`config.mk`:
```
export PLATFORM = sky130hd
export DESIGN_NAME = stream_buf_top
export DESIGN_NICKNAME = d
export VERILOG_FILES = /design/src/stream_buf_pkg.sv /design/src/byte_packer.sv /design/src/gaxi_fifo_sync.sv /design/src/packet_summer.sv /design/src/stream_buf_top.sv
export SDC_FILE = /design/constraint.sdc
export NUM_CORES = 1
export LEC_CHECK = 0
export ABC_AREA = 1
export ABC_CLOCK_PERIOD_IN_PS = 5600
export BUFFER_PORTS_ARGS = -buffer_cell sky130_fd_sc_hd__buf_4
export CORE_MARGIN = 2
export CORE_UTILIZATION = 36
export DETAILED_ROUTE_END_ITERATION = 12
export PLACE_DENSITY = 0.62
export SYNTH_ARGS = -nofsm -noshare
export SYNTH_HDL_FRONTEND = slang
export SYNTH_HIERARCHICAL = 1
export SYNTH_SLANG_ARGS = --single-unit
export TNS_END_PERCENT = 20
```
`constraint.sdc`:
```
create_clock -name axi_aclk -period 5.6 [get_ports axi_aclk]
set_clock_uncertainty 0.2 [all_clocks]
set_input_delay 0.56 -clock axi_aclk [delete_from_list [all_inputs] [get_ports axi_aclk]]
set_output_delay 0.56 -clock axi_aclk [all_outputs]
set_load 0.005 [all_outputs]
```
`src/stream_buf_pkg.sv`:
```
// ------------------------------
// Stream buffer shared package
// Widths, FIFO depth, word and entry layout,
// and the packet summer state encoding
// ------------------------------

package stream_buf_pkg;

    // Payload widths
    localparam int BYTE_W     = 8;
    localparam int WORD_W     = 32;
    localparam int WORD_BYTES = WORD_W / BYTE_W;
    localparam int NBYTES_W   = 2;

    // Entry is {word, last, nbytes}
    localparam int ENTRY_W = WORD_W + 1 + NBYTES_W;

    // Result widths
    localparam int SUM_W = 16;
    localparam int LEN_W = 16;

    // Buffer sizing, count holds 0..FIFO_DEPTH
    localparam int FIFO_DEPTH = 8;
    localparam int FIFO_CNT_W = 4;

    typedef logic [BYTE_W-1:0]   byte_t;
    typedef logic [WORD_W-1:0]   word_t;
    // Valid bytes minus one
    typedef logic [NBYTES_W-1:0] nbytes_t;
    typedef logic [ENTRY_W-1:0]  fifo_entry_t;
    typedef logic [SUM_W-1:0]    sum_t;
    typedef logic [LEN_W-1:0]    len_t;

    // Summer FSM
    typedef enum logic {
        SUM_ACCUM,
        SUM_REPORT
    } summer_state_t;

endpackage : stream_buf_pkg

```
`src/byte_packer.sv`:
```
// ------------------------------
// Byte packer
// Collects bytes into 32-bit words, low lane first,
// and emits one entry per word with the last flag
// and the valid byte count
// ------------------------------

`timescale 1ns/1ps

module byte_packer (
    input  logic                      axi_aclk,
    input  logic                      axi_aresetn,
    input  logic                      i_byte_valid,
    input  stream_buf_pkg::byte_t     i_byte,
    input  logic                      i_byte_last,
    output logic                      o_byte_ready,
    input  logic                      i_ready,
    output logic                      o_valid,
    output stream_buf_pkg::fifo_entry_t o_entry
);

    // ------------------------------
    // Local signals
    // ------------------------------
    stream_buf_pkg::nbytes_t     r_lane;
    stream_buf_pkg::word_t       r_acc;
    stream_buf_pkg::word_t       w_word_next;
    stream_buf_pkg::fifo_entry_t r_out_entry;
    logic                        r_out_valid;
    logic                        w_byte_acc;
    logic                        w_close;

    // Stall only while a held word cannot leave
    assign o_byte_ready = !r_out_valid || i_ready;
    assign w_byte_acc   = i_byte_valid && o_byte_ready;

    // Word closes on the top lane or on a last byte
    assign w_close = w_byte_acc && ((r_lane == '1) || i_byte_last);

    // Merge incoming byte into its lane
    assign w_word_next = r_acc |
        (stream_buf_pkg::word_t'(i_byte) << {r_lane, 3'b000});

    // ------------------------------
    // Lane counter and accumulator
    // ------------------------------
    always_ff @(posedge axi_aclk) begin
        if (!axi_aresetn) begin
            r_lane <= '0;
            r_acc  <= '0;
        end else if (w_byte_acc) begin
            if (w_close) begin
                // Start the next word from lane 0, upper bytes zero
                r_lane <= '0;
                r_acc  <= '0;
            end else begin
                r_lane <= r_lane + 1'b1;
                r_acc  <= w_word_next;
            end
        end
    end

    // Output valid, set on close, cleared on handoff
    always_ff @(posedge axi_aclk) begin
        if (!axi_aresetn) begin
            r_out_valid <= 1'b0;
        end else if (w_close) begin
            r_out_valid <= 1'b1;
        end else if (i_ready) begin
            r_out_valid <= 1'b0;
        end
    end

    // Output word register
    always_ff @(posedge axi_aclk) begin
        if (w_close) begin
            r_out_entry <= {w_word_next, i_byte_last, r_lane};
        end
    end

    assign o_valid = r_out_valid;
    assign o_entry = r_out_entry;

    // Held entry must not change until the FIFO takes it
    a_entry_hold: assert property (@(posedge axi_aclk) disable iff (!axi_aresetn)
        o_valid && !i_ready |=> o_valid && $stable(o_entry));

endmodule : byte_packer

```
`src/gaxi_fifo_sync.sv`:
```
// ------------------------------
// Synchronous valid/ready FIFO
// Fall-through read from the head entry,
// fill count, any power-of-two depth
// ------------------------------

`timescale 1ns/1ps

module gaxi_fifo_sync #(
    parameter int DEPTH = stream_buf_pkg::FIFO_DEPTH
) (
    input  logic                        axi_aclk,
    input  logic                        axi_aresetn,
    input  logic                        i_wr_valid,
    output logic                        o_wr_ready,
    input  stream_buf_pkg::fifo_entry_t i_wr_data,
    input  logic                        i_rd_ready,
    output logic                        o_rd_valid,
    output stream_buf_pkg::fifo_entry_t o_rd_data,
    output logic [$clog2(DEPTH):0]      o_count
);

    // Address width, pointers carry one extra wrap bit
    localparam int AW = $clog2(DEPTH);

    // ------------------------------
    // Local signals
    // ------------------------------
    stream_buf_pkg::fifo_entry_t r_mem [DEPTH];
    logic [AW:0]                 r_wr_ptr;
    logic [AW:0]                 r_rd_ptr;
    logic [AW-1:0]               w_wr_addr;
    logic [AW-1:0]               w_rd_addr;
    logic                        w_full;
    logic                        w_empty;
    logic                        w_write;
    logic                        w_read;

    assign w_wr_addr = r_wr_ptr[AW-1:0];
    assign w_rd_addr = r_rd_ptr[AW-1:0];

    // Same address, different lap means full
    assign w_full  = (r_wr_ptr[AW] != r_rd_ptr[AW]) && (w_wr_addr == w_rd_addr);
    assign w_empty = (r_wr_ptr == r_rd_ptr);

    assign o_wr_ready = !w_full;
    assign o_rd_valid = !w_empty;

    // Handshakes
    assign w_write = i_wr_valid && o_wr_ready;
    assign w_read  = o_rd_valid && i_rd_ready;

    // ------------------------------
    // Pointers
    // ------------------------------
    always_ff @(posedge axi_aclk) begin
        if (!axi_aresetn) begin
            r_wr_ptr <= '0;
        end else if (w_write) begin
            r_wr_ptr <= r_wr_ptr + 1'b1;
        end
    end

    always_ff @(posedge axi_aclk) begin
        if (!axi_aresetn) begin
            r_rd_ptr <= '0;
        end else if (w_read) begin
            r_rd_ptr <= r_rd_ptr + 1'b1;
        end
    end

    // ------------------------------
    // Storage
    // ------------------------------
    always_ff @(posedge axi_aclk) begin
        if (w_write) begin
            r_mem[w_wr_addr] <= i_wr_data;
        end
    end

    // Head entry straight out, visible the cycle after its write
    assign o_rd_data = r_mem[w_rd_addr];

    // Occupancy follows pointers, so it moves with the handshakes
    assign o_count = r_wr_ptr - r_rd_ptr;

    // ------------------------------
    // Checks
    // ------------------------------
    a_count_bound: assert property (@(posedge axi_aclk) disable iff (!axi_aresetn)
        o_count <= DEPTH);

    // Overflow, a write is only taken below depth
    a_no_wr_full: assert property (@(posedge axi_aclk) disable iff (!axi_aresetn)
        w_write |-> (o_count < DEPTH));

endmodule : gaxi_fifo_sync

```
`src/packet_summer.sv`:
```
// ------------------------------
// Packet summer
// Adds up the valid bytes and byte count of each
// packet and holds one result until taken
// ------------------------------

`timescale 1ns/1ps

module packet_summer (
    input  logic                        axi_aclk,
    input  logic                        axi_aresetn,
    input  logic                        i_valid,
    input  stream_buf_pkg::fifo_entry_t i_entry,
    output logic                        o_ready,
    output logic                        o_sum_valid,
    input  logic                        i_sum_ready,
    output stream_buf_pkg::sum_t        o_sum,
    output stream_buf_pkg::len_t        o_len
);

    // ------------------------------
    // Local signals
    // ------------------------------
    stream_buf_pkg::summer_state_t r_state;
    stream_buf_pkg::word_t         w_word;
    logic                          w_last;
    stream_buf_pkg::nbytes_t       w_nbytes;
    stream_buf_pkg::sum_t          w_word_sum;
    stream_buf_pkg::sum_t          w_sum_next;
    stream_buf_pkg::len_t          w_len_next;
    stream_buf_pkg::sum_t          r_run_sum;
    stream_buf_pkg::len_t          r_run_len;
    stream_buf_pkg::sum_t          r_sum;
    stream_buf_pkg::len_t          r_len;
    logic                          w_accept;

    // Unpack entry
    assign {w_word, w_last, w_nbytes} = i_entry;

    // Take words only while accumulating
    assign o_ready  = (r_state == stream_buf_pkg::SUM_ACCUM);
    assign w_accept = i_valid && o_ready;

    // Sum of the lanes up to nbytes
    always_comb begin
        w_word_sum = '0;
        for (int i = 0; i < stream_buf_pkg::WORD_BYTES; i++) begin
            if (i <= w_nbytes) begin
                w_word_sum = w_word_sum + stream_buf_pkg::sum_t'(
                    w_word[i*stream_buf_pkg::BYTE_W +: stream_buf_pkg::BYTE_W]);
            end
        end
    end

    // Running totals including this word, both wrap mod 2^16
    assign w_sum_next = r_run_sum + w_word_sum;
    assign w_len_next = r_run_len + stream_buf_pkg::len_t'(w_nbytes) + 1'b1;

    // ------------------------------
    // FSM and running totals
    // ------------------------------
    always_ff @(posedge axi_aclk) begin
        if (!axi_aresetn) begin
            r_state   <= stream_buf_pkg::SUM_ACCUM;
            r_run_sum <= '0;
            r_run_len <= '0;
        end else begin
            case (r_state)
                stream_buf_pkg::SUM_ACCUM: begin
                    if (w_accept && w_last) begin
                        r_run_sum <= '0;
                        r_run_len <= '0;
                        r_state   <= stream_buf_pkg::SUM_REPORT;
                    end else if (w_accept) begin
                        r_run_sum <= w_sum_next;
                        r_run_len <= w_len_next;
                    end
                end
                // Hold until the result is taken
                stream_buf_pkg::SUM_REPORT: begin
                    if (i_sum_ready) begin
                        r_state <= stream_buf_pkg::SUM_ACCUM;
                    end
                end
                default: r_state <= stream_buf_pkg::SUM_ACCUM;
            endcase
        end
    end

    // Result registers, loaded on the last word
    always_ff @(posedge axi_aclk) begin
        if (w_accept && w_last) begin
            r_sum <= w_sum_next;
            r_len <= w_len_next;
        end
    end

    assign o_sum_valid = (r_state == stream_buf_pkg::SUM_REPORT);
    assign o_sum       = r_sum;
    assign o_len       = r_len;

    // Result held stable under back-pressure
    a_result_hold: assert property (@(posedge axi_aclk) disable iff (!axi_aresetn)
        o_sum_valid && !i_sum_ready |=> o_sum_valid && $stable(o_sum) && $stable(o_len));

endmodule : packet_summer

```
`src/stream_buf_top.sv`:
```
// ------------------------------
// Stream buffer top
// Byte packer into FIFO into packet summer
// ------------------------------

`timescale 1ns/1ps

module stream_buf_top (
    input  logic                                  axi_aclk,
    input  logic                                  axi_aresetn,
    input  logic                                  i_byte_valid,
    output logic                                  o_byte_ready,
    input  stream_buf_pkg::byte_t                 i_byte,
    input  logic                                  i_byte_last,
    output logic                                  o_sum_valid,
    input  logic                                  i_sum_ready,
    output stream_buf_pkg::sum_t                  o_sum,
    output stream_buf_pkg::len_t                  o_len,
    output logic [stream_buf_pkg::FIFO_CNT_W-1:0] o_fill_level
);

    // Packer to FIFO
    logic                        pk_valid;
    logic                        pk_ready;
    stream_buf_pkg::fifo_entry_t pk_entry;

    // FIFO to summer
    logic                        ff_valid;
    logic                        ff_ready;
    stream_buf_pkg::fifo_entry_t ff_entry;

    byte_packer u_packer (
        .axi_aclk     (axi_aclk),
        .axi_aresetn  (axi_aresetn),
        .i_byte_valid (i_byte_valid),
        .i_byte       (i_byte),
        .i_byte_last  (i_byte_last),
        .o_byte_ready (o_byte_ready),
        .i_ready      (pk_ready),
        .o_valid      (pk_valid),
        .o_entry      (pk_entry)
    );

    gaxi_fifo_sync #(
        .DEPTH (stream_buf_pkg::FIFO_DEPTH)
    ) u_fifo (
        .axi_aclk    (axi_aclk),
        .axi_aresetn (axi_aresetn),
        .i_wr_valid  (pk_valid),
        .o_wr_ready  (pk_ready),
        .i_wr_data   (pk_entry),
        .i_rd_ready  (ff_ready),
        .o_rd_valid  (ff_valid),
        .o_rd_data   (ff_entry),
        .o_count     (o_fill_level)
    );

    packet_summer u_summer (
        .axi_aclk    (axi_aclk),
        .axi_aresetn (axi_aresetn),
        .i_valid     (ff_valid),
        .i_entry     (ff_entry),
        .o_ready     (ff_ready),
        .o_sum_valid (o_sum_valid),
        .i_sum_ready (i_sum_ready),
        .o_sum       (o_sum),
        .o_len       (o_len)
    );

endmodule : stream_buf_top

```
==> metrics.txt, run 1 <==
# TYPE chip_impl_metric gauge
chip_impl_metric{name="antenna-diode-count",unit=""} 0
chip_impl_metric{name="internal_power",unit="mW"} 9.53
chip_impl_metric{name="dp_worst_setup_slack",unit="ns"} -0.271
chip_impl_metric{name="gp_congestion",unit=""} 0.853
chip_impl_metric{name="seq_power_share",unit=""} 0.245
chip_impl_metric{name="routed_via_density",unit=""} 4.87
chip_impl_metric{name="final_layout_size_suffix_gt1_frac",unit=""} 0.215
chip_impl_info{name="most-common-layout-cells",value="sky130_fd_sc_hd__nand2_1, sky130_fd_sc_hd__edfxtp_1, sky130_fd_sc_hd__nor2_1, sky130_fd_sc_hd__buf_4, sky130_fd_sc_hd__o21ai_1"} 1
chip_impl_metric{name="remaining_drc_errors",unit=""} 0
chip_impl_metric{name="synth.cell_area",unit="um^2"} 19300
chip_impl_info{name="crit_path_top_delay_cell",value="sky130_fd_sc_hd__dfxtp_4"} 1
chip_impl_metric{name="synth.distinct_cells",unit=""} 45
chip_impl_info{name="critPathLaunchType",value="flip-flop"} 1
chip_impl_metric{name="cts_buffers",unit=""} 44
chip_impl_info{name="hold-path-endpoint",value="u_summer/o_sum_valid$_SDFF_PN0_"} 1
chip_impl_metric{name="grt_util_all_layers",unit=""} 0.157
chip_impl_metric{name="p_per_area",unit="nW/um^2"} 683
chip_impl_metric{name="syn-mean-instance-area",unit="um^2"} 10.0
chip_impl_metric{name="vias",unit=""} 13600
chip_impl_metric{name="data_required_time_of_the_critical_path",unit="ns"} 5.73
chip_impl_metric{name="placedInstanceArea",unit="um^2"} 20900
chip_impl_metric{name="cts_buffer_depth",unit=""} 3
chip_impl_info{name="cts_tree",value="built"} 1
chip_impl_metric{name="detailedRoute.firstIterationViolations",unit=""} 1168
chip_impl_info{name="final_common_cell",value="sky130_fd_sc_hd__nand2_1"} 1
chip_impl_metric{name="whs_path_depth",unit=""} 3
chip_impl_metric{name="pwr-share-comb",unit=""} 0.572
chip_impl_metric{name="arrival_time_at_the_worst_endpoint",unit="ns"} 5.71
chip_impl_metric{name="grt_max_degree",unit=""} 47
chip_impl_metric{name="share_of_the_cycle_needed_by_the_critical_path_after_routing",unit=""} 0.997
chip_impl_metric{name="vdd.ir_drop.worst",unit="mV"} 0.554
chip_impl_metric{name="finalWorstPathRequiredPeriod",unit="ns"} 5.58
chip_impl_metric{name="antenna_found_initial",unit=""} 0
chip_impl_info{name="timing.critical_path.mode_cell",value="sky130_fd_sc_hd__nand2_1"} 1
chip_impl_metric{name="synth_edf_count",unit=""} 347
chip_impl_metric{name="timing.reg2reg.worst_path_depth",unit=""} 41
chip_impl_metric{name="maxCapViolCount",unit=""} 0
chip_impl_info{name="status",value="complete, no violations"} 1
chip_impl_metric{name="slew_headroom",unit=""} 0.207
chip_impl_metric{name="mappedNetlistNets",unit=""} 1993
chip_impl_metric{name="ys_seq_elements",unit=""} 426
chip_impl_info{name="path_class",value="reg -> reg"} 1
chip_impl_metric{name="final_antenna_net_count",unit=""} 0
chip_impl_metric{name="async_reset_ff_frac",unit=""} 0
chip_impl_metric{name="ctsHtreeMaxLevel",unit=""} 2
chip_impl_info{name="reg2reg_to",value="u_summer/o_sum[14]$_DFFE_PP_"} 1
chip_impl_metric{name="start_util",unit=""} 0.366
chip_impl_info{name="worstSetupEndpointType",value="flip-flop"} 1
chip_impl_metric{name="postSynthCellCount",unit=""} 1931
chip_impl_metric{name="number_of_global_route_vias_before_repair",unit=""} 13000
chip_impl_metric{name="switching_power",unit="mW"} 6.37
chip_impl_metric{name="design.die.area",unit="um^2"} 55600
chip_impl_metric{name="clk_pin_slew_worst_paths",unit="ns"} 0.06
chip_impl_metric{name="power.share.switching",unit=""} 0.401
chip_impl_metric{name="clock.fmax",unit="MHz"} 179
chip_impl_metric{name="synth_seq_area_share",unit=""} 0.620
chip_impl_metric{name="finalHoldViolations",unit=""} 0
chip_impl_info{name="setup_repair_after_global_routing_missed_its_margin",value="yes"} 1
chip_impl_info{name="tightest_hold_check_type",value="in -> reg"} 1
chip_impl_metric{name="hpwl_after_dpl",unit="um"} 27800
chip_impl_info{name="holdCritStartpoint",value="i_sum_ready"} 1
chip_impl_metric{name="grt_pass1_wl",unit="um"} 69400
chip_impl_metric{name="worstMarginPinSlew",unit="ns"} 1.19
chip_impl_metric{name="die-height",unit="um"} 236
chip_impl_metric{name="whs",unit="ns"} 0.0474
chip_impl_metric{name="power.leakage",unit="nW"} 8.94
chip_impl_metric{name="wire_per_inst",unit="um"} 15.9
chip_impl_metric{name="report.final.slew_viol_count",unit=""} 0
chip_impl_metric{name="die_width",unit="um"} 236
chip_impl_info{name="top_ff_cell_synth",value="sky130_fd_sc_hd__edfxtp_1"} 1
chip_impl_metric{name="ff2ff_setup_slack",unit="ns"} 0.02
chip_impl_metric{name="power_frac_clock",unit=""} 0.183
chip_impl_metric{name="finalWirelength",unit="um"} 44500
chip_impl_info{name="clk_root_buffer_cell",value="sky130_fd_sc_hd__clkbuf_16"} 1
chip_impl_metric{name="port_buffers",unit=""} 50
chip_impl_metric{name="num-fill-cells",unit=""} 4879
chip_impl_metric{name="setup_slack",unit="ns"} 0.0179
chip_impl_metric{name="boundaryPins",unit=""} 51
chip_impl_metric{name="std_cell_rows",unit=""} 84
chip_impl_metric{name="final_design_area_no_fill",unit="um^2"} 23300
chip_impl_metric{name="globalRouteOverflowTotal",unit=""} 0
chip_impl_metric{name="path_max_fanout",unit=""} 8
chip_impl_metric{name="worst_path_largest_cell_delay",unit="ns"} 0.46
chip_impl_metric{name="areaGrowthSynthToFinish",unit="%"} 20.4
chip_impl_metric{name="worst_skew_pair.late_latency",unit="ns"} 0.59
chip_impl_metric{name="synthesis.yosys.warnings",unit=""} 6
chip_impl_metric{name="cts.sinks",unit=""} 426
chip_impl_metric{name="layout.nets",unit=""} 2135
chip_impl_metric{name="core_box_area",unit="um^2"} 52900
chip_impl_metric{name="drtPass1Iterations",unit=""} 7
chip_impl_metric{name="report.final.setup_viol",unit=""} 0
[area by class of cell]
type                            count  area, um^2  share of cell area
Clock buffer                       60        1250              0.0537
Clock inverter                     22         201             0.00865
Inverter                          148         573              0.0246
Multi-Input combinational cell   1280        6910               0.297
Sequential cell                   426       12000               0.516
Tap cell                          688         861              0.0370
Timing Repair Buffer              172        1470              0.0631
Timing Repair inverter              1        8.76            0.000376
[how the worst max path moves through the flow]
stage,start,endpoint,slack (ns)
2_1_floorplan,flip-flop,u_summer/o_sum[14]$_DFFE_PP_,0.04
3_3_place_gp,flip-flop,u_summer/o_sum[13]$_DFFE_PP_,-0.18
3_5_place_dp,flip-flop,u_summer/o_sum[14]$_DFFE_PP_,-0.27
4_1_cts,flip-flop,u_summer/o_sum[14]$_DFFE_PP_,0.004
5_1_grt,flip-flop,u_summer/o_sum[14]$_DFFE_PP_,-0.42
6_report,flip-flop,u_summer/o_sum[14]$_DFFE_PP_,0.02
[worst max-delay path, delay by kind of cell (launching register included)]
kind	cells	cell delay, ns
XOR/XNOR	1	0.11
buffers and inverters	7	0.46
AND/OR/NAND/NOR	24	2.14
flip-flops	1	0.46
AO/OA/AOI/OAI	4	0.46
adder cells (fa/ha/maj)	5	1.52
[flip-flops by register name (all words and copies together), names as in the netlist, named ones only]
name	flops
u_fifo/r_mem	280
u_packer/o_entry	35
u_packer/r_acc	32
u_summer/o_len	16
u_summer/o_sum	16
u_summer/r_run_len	16
u_summer/r_run_sum	16
u_fifo/r_rd_ptr	4
u_fifo/r_wr_ptr	4
u_packer/r_lane	2
u_packer/o_valid	1
u_summer/o_sum_valid	1
[power by group through the flow]
stage	clock network (mW)	registers (mW)	logic [mW]
floorplan	0	3.92	4.66
global placement	0	3.96	6.93
detailed placement	0	3.97	7.06
CTS	2.98	3.90	7.62
global route	3.10	3.92	10.1
finish	2.91	3.90	9.09
[metal layers]
layer | vias to the layer above | global-route usage | share of wire
met3 | 59 | 0.0222 | 0.044
li1 | 6758 | - | -
met1 | 6502 | 0.211 | 0.46
met4 | 0 | 0.0589 | 0.025
met5 | - | 0 | 0
met2 | 316 | 0.259 | 0.47
[cell families after synthesis]
kind of cell / share of synthesized area
compound gates: 0.0816
xor+xnor: 0.0117
fa+ha+maj: 0.0340
buf+inv: 0.0558
flops: 0.620
simple gates: 0.196
[synthesized netlist by cell type (all sizes together) (6+ instances only)]
cell type,count,area share
nand3b,9,0.0035
o21ai,228,0.059
nand3,85,0.022
edfxtp,347,0.54
fa,6,0.0062
nand2,402,0.079
dfxtp,79,0.082
and2,15,0.0049
buf,52,0.022
nor3,6,0.0021
inv,146,0.029
ha,43,0.028
clkbuf,25,0.0050
nor2,365,0.080
nand4,11,0.0036
xor2,20,0.0094
a21oi,68,0.018
[repair_timing]
action,4_1_cts,5_1_grt
gates resized for setup,36,115
cloned,1,2
hold buffers,1,0
hold endpoints to repair,1,0
setup endpoints to repair,18,24
pin swaps,2,56
buffers inserted,6,13
[per-stage QoR]
stage	utilization	setup TNS, ns	cells	total power [mW]
2_1_floorplan	-	0	1931	8.58
3_3_place_gp	0.396	-1.06	2692	10.9
3_5_place_dp	0.396	-2.66	2692	11.0
4_1_cts	0.429	0	2782	14.5
5_1_grt	0.441	-4.16	2797	17.1
6_report	0.441	0	2797	15.9
Note: power is estimated with default switching activity, not from simulation.
==> run 2: changes to the inputs <==
==> constraint.sdc (replaced) <==
create_clock -name axi_aclk -period 5.6 [get_ports axi_aclk]
set_clock_uncertainty 0.2 [all_clocks]
set_input_delay 0 -clock axi_aclk [delete_from_list [all_inputs] [get_ports axi_aclk]]
set_output_delay 0 -clock axi_aclk [all_outputs]
set_load 0.005 [all_outputs]
==> run 2 against run 1 <==
- non-clock buffer count increased by 15
- design area increased by 0.64%
- total power increased by 0.12%
- via count increased by 1.1%
- maximum frequency decreased by 0.30%
- sequential power about the same
- register-to-register slack got worse by 0.02 ns
- worst hold slack improved by 0.078 ns
- flip-flop and latch count unchanged
- critical path depth increased by 3
- utilization increased by 0.28 points
==> metrics.txt, run 2 (same netlist as run 1, synthesis figures left out) <==
# TYPE chip_impl_metric gauge
chip_impl_metric{name="drtPass1Iterations",unit=""} 5
chip_impl_info{name="worstSetupEndpointType",value="flip-flop"} 1
chip_impl_metric{name="vdd.ir_drop.worst",unit="mV"} 0.554
chip_impl_info{name="clk_root_buffer_cell",value="sky130_fd_sc_hd__clkbuf_16"} 1
chip_impl_metric{name="die_width",unit="um"} 236
chip_impl_metric{name="grt_util_all_layers",unit=""} 0.157
chip_impl_metric{name="std_cell_rows",unit=""} 84
chip_impl_metric{name="routed_via_density",unit=""} 4.90
chip_impl_info{name="setup_repair_after_global_routing_missed_its_margin",value="yes"} 1
chip_impl_info{name="holdCritStartpoint",value="i_byte[7]"} 1
chip_impl_metric{name="share_of_the_cycle_needed_by_the_critical_path_after_routing",unit=""} 1.00
chip_impl_metric{name="report.final.slew_viol_count",unit=""} 0
chip_impl_metric{name="design.die.area",unit="um^2"} 55600
chip_impl_metric{name="worst_path_largest_cell_delay",unit="ns"} 0.46
chip_impl_metric{name="detailedRoute.firstIterationViolations",unit=""} 1154
chip_impl_metric{name="clock.fmax",unit="MHz"} 179
chip_impl_metric{name="path_max_fanout",unit=""} 13
chip_impl_info{name="most-common-layout-cells",value="sky130_fd_sc_hd__nand2_1, sky130_fd_sc_hd__edfxtp_1, sky130_fd_sc_hd__nor2_1, sky130_fd_sc_hd__buf_4, sky130_fd_sc_hd__o21ai_1"} 1
chip_impl_metric{name="grt_pass1_wl",unit="um"} 69400
chip_impl_metric{name="p_per_area",unit="nW/um^2"} 679
chip_impl_metric{name="antenna-diode-count",unit=""} 0
chip_impl_metric{name="cts_buffers",unit=""} 44
chip_impl_metric{name="core_box_area",unit="um^2"} 52900
chip_impl_metric{name="maxCapViolCount",unit=""} 0
chip_impl_metric{name="clk_pin_slew_worst_paths",unit="ns"} 0.06
chip_impl_metric{name="worstMarginPinSlew",unit="ns"} 1.18
chip_impl_metric{name="layout.nets",unit=""} 2150
chip_impl_metric{name="ctsHtreeMaxLevel",unit=""} 2
chip_impl_metric{name="number_of_global_route_vias_before_repair",unit=""} 13100
chip_impl_metric{name="arrival_time_at_the_worst_endpoint",unit="ns"} 5.73
chip_impl_metric{name="worst_skew_pair.late_latency",unit="ns"} 0.59
chip_impl_metric{name="fin_util",unit=""} 0.443
chip_impl_info{name="path_class",value="reg -> reg"} 1
chip_impl_metric{name="cts_buffer_depth",unit=""} 3
chip_impl_metric{name="dp_worst_setup_slack",unit="ns"} -0.271
chip_impl_metric{name="final_layout_size_suffix_gt1_frac",unit=""} 0.213
chip_impl_metric{name="start_util",unit=""} 0.366
chip_impl_metric{name="slew_headroom",unit=""} 0.211
chip_impl_metric{name="boundaryPins",unit=""} 51
chip_impl_metric{name="finalHoldViolations",unit=""} 0
chip_impl_metric{name="areaGrowthSynthToFinish",unit="%"} 21.2
chip_impl_metric{name="wire_per_inst",unit="um"} 15.8
chip_impl_metric{name="gp_congestion",unit=""} 0.853
chip_impl_info{name="largest_register",value="u_fifo/r_mem"} 1
chip_impl_metric{name="setup_slack",unit="ns"} 0.000993
chip_impl_metric{name="final_antenna_net_count",unit=""} 0
chip_impl_info{name="tightest_hold_check_type",value="in -> reg"} 1
chip_impl_metric{name="grt_max_degree",unit=""} 47
chip_impl_metric{name="cts.sinks",unit=""} 426
chip_impl_metric{name="finalWorstPathRequiredPeriod",unit="ns"} 5.60
chip_impl_metric{name="vias",unit=""} 13800
chip_impl_info{name="final_common_cell",value="sky130_fd_sc_hd__nand2_1"} 1
chip_impl_metric{name="remaining_drc_errors",unit=""} 0
chip_impl_metric{name="data_required_time_of_the_critical_path",unit="ns"} 5.73
chip_impl_info{name="cts_tree",value="built"} 1
chip_impl_info{name="status",value="complete, no violations"} 1
chip_impl_metric{name="report.final.setup_viol",unit=""} 0
chip_impl_metric{name="antenna_found_initial",unit=""} 0
chip_impl_info{name="critPathLaunchType",value="flip-flop"} 1
chip_impl_metric{name="die-height",unit="um"} 236
chip_impl_metric{name="finalWirelength",unit="um"} 44600
chip_impl_metric{name="port_buffers",unit=""} 50
chip_impl_metric{name="globalRouteOverflowTotal",unit=""} 0
chip_impl_metric{name="hpwl_after_dpl",unit="um"} 27800
chip_impl_metric{name="power.leakage",unit="nW"} 9.00
chip_impl_info{name="crit_path_top_delay_cell",value="sky130_fd_sc_hd__dfxtp_4"} 1
chip_impl_info{name="timing.critical_path.mode_cell",value="sky130_fd_sc_hd__nand2_1"} 1
chip_impl_metric{name="largest_reg_flops",unit=""} 280
==> run 2: cell count changes in the layout (fill, tap and decap cells not counted), sizes merged <==
cell         before  now
dlygate4sd3       1   16
==> run 2: cell type report <==
type                    count  area [um^2]
clock buffers              60         1250
repair inverters            1         8.76
well taps                 688          861
repair buffers            187         1620
inverters                 148          573
flip-flops and latches    426        12000
multi-input cells        1280         6910
fillers                  4869        29400
clock inverters            22          201
==> run 2: worst paths after layout <==
path	endpoint	slack [ns]	depth (start not counted)
setup / recovery	u_summer/o_sum[14]$_DFFE_PP_	0.001	44
hold reg to reg	u_packer/r_acc[29]$_SDFFE_PN0P_	0.27	2
hold / removal	u_packer/o_entry[10]$_DFFE_PP_	0.13	4
setup reg to reg	u_summer/o_sum[14]$_DFFE_PP_	0.001	44
==> run 2: metrics by stage <==
step,hold WS [ns],std cells,power (mW),instance area (um^2),TNS (ns)
6_report,0.125,2812,15.9,23400,0
2_1_floorplan,-0.101,1931,8.58,19300,0
3_5_place_dp,0.00958,2692,11.0,20900,-2.66
5_1_grt,0.125,2812,17.1,23400,-4.16
3_3_place_gp,0.00483,2692,10.9,20900,-1.06
4_1_cts,0.0807,2797,14.5,22800,0
==> run 2: repair_timing <==
item                       in CTS  in global routing
setup endpoints to repair      18                 24
gates resized for setup        36                115
buffers inserted                6                 13
pin swaps                       2                 56
gates cloned                    1                  2
hold buffers                   16                  0
hold endpoints to repair       80                  0
==> run 2: routing by layer <==
metal | up-vias | share of wire | GRT usage
met5 | - | 0 | 0
met4 | 0 | 0.026 | 0.0589
met3 | 61 | 0.048 | 0.0218
met2 | 370 | 0.47 | 0.260
met1 | 6557 | 0.46 | 0.211
li1 | 6792 | - | -
==> run 2: critical path, delay by kind of cell, from the launching register on <==
family	cells	cell delay [ns]
AO/OA/AOI/OAI	4	0.47
XOR/XNOR	1	0.14
AND/OR/NAND/NOR	28	2.44
buffers and inverters	7	0.59
adder cells (fa/ha/maj)	4	1.03
flip-flops	1	0.46
==> run 2: report_power, final <==
part | internal [mW] | leakage, nW | switching [mW] | total (mW)
Sequential | 3.76 | 3.82 | 0.144 | 3.90
Combinational | 4.11 | 4.46 | 4.99 | 9.10
Clock | 1.67 | 0.722 | 1.24 | 2.92
Total | 9.54 | 9.00 | 6.38 | 15.9
==> run 3: changes to the inputs <==
--- a/config.mk
+++ b/config.mk
@@ -8,10 +8,12 @@
 export ABC_AREA = 1
 export ABC_CLOCK_PERIOD_IN_PS = 5600
 export BUFFER_PORTS_ARGS = -buffer_cell sky130_fd_sc_hd__buf_4
+export CELL_PAD_IN_SITES_DETAIL_PLACEMENT = 0
+export CELL_PAD_IN_SITES_GLOBAL_PLACEMENT = 1
 export CORE_MARGIN = 2
 export CORE_UTILIZATION = 36
 export DETAILED_ROUTE_END_ITERATION = 12
-export PLACE_DENSITY = 0.62
+export PLACE_DENSITY = 0.72
 export SYNTH_ARGS = -nofsm -noshare
 export SYNTH_HDL_FRONTEND = slang
 export SYNTH_HIERARCHICAL = 1
==> run 3 against run 2 <==
- non-clock buffer count increased by 27
- via count decreased by 0.14%
- maximum frequency increased by 2.4%
- first-iteration DRC count decreased by 21%
- sequential power about the same
- clock power about the same
- combinational power increased by 11%
- flip-flop and latch count unchanged
- worst hold slack got worse by 0.027 ns
- critical endpoint unchanged
- register-to-register slack improved by 0.13 ns
- setup slack improved by 0.13 ns
==> metrics.txt, run 3 (same netlist as run 1, synthesis figures left out) <==
# TYPE chip_impl_metric gauge
chip_impl_info{name="setup_repair_after_global_routing_missed_its_margin",value="yes"} 1
chip_impl_metric{name="globalRouteOverflowTotal",unit=""} 0
chip_impl_info{name="path_class",value="reg -> reg"} 1
chip_impl_metric{name="vdd.ir_drop.worst",unit="mV"} 0.619
chip_impl_info{name="crit_path_top_delay_cell",value="sky130_fd_sc_hd__dfxtp_4"} 1
chip_impl_metric{name="seq_power_share",unit=""} 0.230
chip_impl_metric{name="detail_route.wirelength.met1",unit="um"} 20800
chip_impl_info{name="reg2reg_to",value="u_summer/o_sum[14]$_DFFE_PP_"} 1
chip_impl_metric{name="start_util",unit=""} 0.366
chip_impl_metric{name="dp_worst_setup_slack",unit="ns"} -0.200
chip_impl_metric{name="switching_power",unit="mW"} 6.71
chip_impl_metric{name="setup_total_negative_slack",unit="ns"} 0
chip_impl_metric{name="number_of_global_route_vias_before_repair",unit=""} 13000
chip_impl_metric{name="finalWirelength",unit="um"} 46000
chip_impl_metric{name="clock.fmax",unit="MHz"} 183
chip_impl_metric{name="report.final.slew_viol_count",unit=""} 0
chip_impl_info{name="status",value="complete, no violations"} 1
chip_impl_metric{name="whs",unit="ns"} 0.0981
chip_impl_metric{name="fin_util",unit=""} 0.449
chip_impl_metric{name="cts.sinks",unit=""} 426
chip_impl_metric{name="worst_path_largest_cell_delay",unit="ns"} 0.47
chip_impl_metric{name="gp_congestion",unit=""} 0.829
chip_impl_metric{name="final_antenna_net_count",unit=""} 0
chip_impl_metric{name="grt_max_degree",unit=""} 47
chip_impl_metric{name="die-height",unit="um"} 236
chip_impl_metric{name="hpwl_after_dpl",unit="um"} 29200
chip_impl_metric{name="core_box_area",unit="um^2"} 52900
chip_impl_metric{name="report.final.setup_viol",unit=""} 0
chip_impl_metric{name="die_width",unit="um"} 236
chip_impl_metric{name="timing.reg2reg.worst_path_depth",unit=""} 41
chip_impl_metric{name="power.share.switching",unit=""} 0.396
chip_impl_metric{name="drtPass1Iterations",unit=""} 5
chip_impl_metric{name="power",unit="mW"} 16.9
chip_impl_metric{name="areaGrowthSynthToFinish",unit="%"} 22.8
chip_impl_metric{name="slew_headroom",unit=""} 0.345
chip_impl_metric{name="vias",unit=""} 13800
chip_impl_metric{name="wire_per_inst",unit="um"} 16.2
chip_impl_metric{name="placedInstanceArea",unit="um^2"} 21100
chip_impl_metric{name="worst_skew_pair.late_latency",unit="ns"} 0.60
chip_impl_metric{name="path_max_fanout",unit=""} 7
chip_impl_metric{name="antenna_found_initial",unit=""} 0
chip_impl_info{name="timing.critical_path.mode_cell",value="sky130_fd_sc_hd__nand2_1"} 1
chip_impl_metric{name="cts_buffer_depth",unit=""} 3
chip_impl_metric{name="antenna-diode-count",unit=""} 0
chip_impl_metric{name="internal_power",unit="mW"} 10.2
chip_impl_metric{name="ctsHtreeMaxLevel",unit=""} 2
chip_impl_metric{name="port_buffers",unit=""} 50
chip_impl_metric{name="data_required_time_of_the_critical_path",unit="ns"} 5.74
chip_impl_metric{name="worstMarginPinSlew",unit="ns"} 0.980
chip_impl_metric{name="arrival_time_at_the_worst_endpoint",unit="ns"} 5.60
chip_impl_info{name="clk_root_buffer_cell",value="sky130_fd_sc_hd__clkbuf_16"} 1
chip_impl_metric{name="p_per_area",unit="nW/um^2"} 714
chip_impl_metric{name="design.die.area",unit="um^2"} 55600
chip_impl_metric{name="finalHoldViolations",unit=""} 0
chip_impl_metric{name="ff2ff_setup_slack",unit="ns"} 0.13
chip_impl_metric{name="largest_reg_flops",unit=""} 280
chip_impl_metric{name="std_cell_rows",unit=""} 84
chip_impl_metric{name="grt_util_all_layers",unit=""} 0.163
chip_impl_info{name="tightest_hold_check_type",value="in -> reg"} 1
chip_impl_info{name="worstSetupEndpointType",value="flip-flop"} 1
chip_impl_metric{name="met2_wire_len",unit="um"} 22300
chip_impl_metric{name="pwr-share-comb",unit=""} 0.596
chip_impl_metric{name="whs_path_depth",unit=""} 4
chip_impl_info{name="critPathLaunchType",value="flip-flop"} 1
chip_impl_info{name="largest_register",value="u_fifo/r_mem"} 1
chip_impl_metric{name="grt_pass1_wl",unit="um"} 71600
chip_impl_metric{name="power_frac_clock",unit=""} 0.174
chip_impl_metric{name="final_design_area_no_fill",unit="um^2"} 23700
chip_impl_metric{name="maxCapViolCount",unit=""} 0
chip_impl_metric{name="final_cells",unit=""} 2840
chip_impl_metric{name="boundaryPins",unit=""} 51
chip_impl_metric{name="setup_slack",unit="ns"} 0.133
chip_impl_info{name="maxUsedRoutingLayer",value="met4"} 1
chip_impl_metric{name="cts_buffers",unit=""} 45
chip_impl_info{name="cts_tree",value="built"} 1
chip_impl_metric{name="finalWorstPathRequiredPeriod",unit="ns"} 5.47
chip_impl_metric{name="num-fill-cells",unit=""} 4939
chip_impl_metric{name="wl_met3",unit="um"} 1980
chip_impl_metric{name="power.leakage",unit="nW"} 9.14
chip_impl_metric{name="layout.nets",unit=""} 2177
chip_impl_metric{name="final_layout_size_suffix_gt1_frac",unit=""} 0.233
chip_impl_metric{name="share_of_the_cycle_needed_by_the_critical_path_after_routing",unit=""} 0.976
chip_impl_metric{name="clk_pin_slew_worst_paths",unit="ns"} 0.06
chip_impl_metric{name="placed_cells",unit=""} 2716
chip_impl_info{name="timing.critical_path.to",value="u_summer/o_sum[14]$_DFFE_PP_"} 1
chip_impl_info{name="final_common_cell",value="sky130_fd_sc_hd__nand2_1"} 1
chip_impl_metric{name="detailedRoute.firstIterationViolations",unit=""} 906
chip_impl_metric{name="remaining_drc_errors",unit=""} 0
chip_impl_metric{name="routed_via_density",unit=""} 4.85
chip_impl_info{name="most-common-layout-cells",value="sky130_fd_sc_hd__nand2_1, sky130_fd_sc_hd__edfxtp_1, sky130_fd_sc_hd__nor2_1, sky130_fd_sc_hd__buf_4, sky130_fd_sc_hd__o21ai_1"} 1
run 3: changes by cell type in the layout (fill, tap and decap cells not counted), moves of 4 or more:
cell                       before  now
sky130_fd_sc_hd__clkbuf_8       9    3
sky130_fd_sc_hd__nand2_1      360  349
sky130_fd_sc_hd__a21oi_2       11   18
sky130_fd_sc_hd__buf_6          5   11
sky130_fd_sc_hd__nand2_2       35   47
sky130_fd_sc_hd__clkinv_2      11   15
sky130_fd_sc_hd__buf_4        154  176
sky130_fd_sc_hd__a21oi_1       55   48
sky130_fd_sc_hd__inv_6          4    0
run 3: repair_timing:
| action | CTS | global route |
|---|---|---|
| resized for setup | 37 | 142 |
| setup buffers | 5 | 16 |
| pin swaps | 7 | 95 |
| setup endpoints to repair | 18 | 24 |
| hold buffers | 16 | 0 |
| gates cloned | 1 | 2 |
| endpoints found under the hold margin | 112 | 0 |
run 3: area by class of cell:
type / instances / area [um^2] / share of cell area
Clock buffer: 55 / 1190 / 0.0503
Clock inverter: 29 / 287 / 0.0121
Inverter: 148 / 568 / 0.0239
Multi-Input combinational cell: 1280 / 6990 / 0.294
Sequential cell: 426 / 12000 / 0.506
Tap cell: 688 / 861 / 0.0363
Timing Repair Buffer: 214 / 1840 / 0.0774
run 3: worst min path at each step:
stage | start | endpoint | slack, ns
after global routing | axi_aresetn | u_fifo/r_wr_ptr[0]$_SDFFE_PN0P_ | 0.11
after detailed placement | i_byte_last | u_packer/o_entry[2]$_DFFE_PP_ | 0.004
after floorplan | i_byte_last | u_packer/o_entry[2]$_DFFE_PP_ | -0.10
after global placement | i_byte_last | u_packer/o_entry[2]$_DFFE_PP_ | 0.003
final | axi_aresetn | u_fifo/r_wr_ptr[1]$_SDFFE_PN0P_ | 0.1
after CTS | axi_aresetn | u_fifo/r_wr_ptr[0]$_SDFFE_PN0P_ | 0.07
run 3: power by group through the flow:
stage / Sequential, mW / Combinational (mW) / Clock [mW]
after floorplan: 3.92 / 4.66 / 0
after global placement: 3.95 / 7.56 / 0
after detailed placement: 3.96 / 7.63 / 0
after CTS: 3.90 / 8.29 / 3.02
after global routing: 3.92 / 11.2 / 3.15
final: 3.90 / 10.1 / 2.94
run 3: layer usage:
layer / GRT usage / vias up
met5: 0 / -
met4: 0.0461 / 0
met3: 0.0218 / 58
met2: 0.278 / 274
met1: 0.217 / 6583
li1: - / 6846
run 3: critical path, delay by kind of cell (launching register included):
| kind | cells | cell delay, ns |
|---|---|---|
| buffers and inverters | 7 | 0.76 |
| DFF | 1 | 0.47 |
| adders and majority gates | 4 | 1.06 |
| AOI/OAI and AO/OA | 7 | 0.75 |
| and+or+nand+nor | 23 | 1.97 |
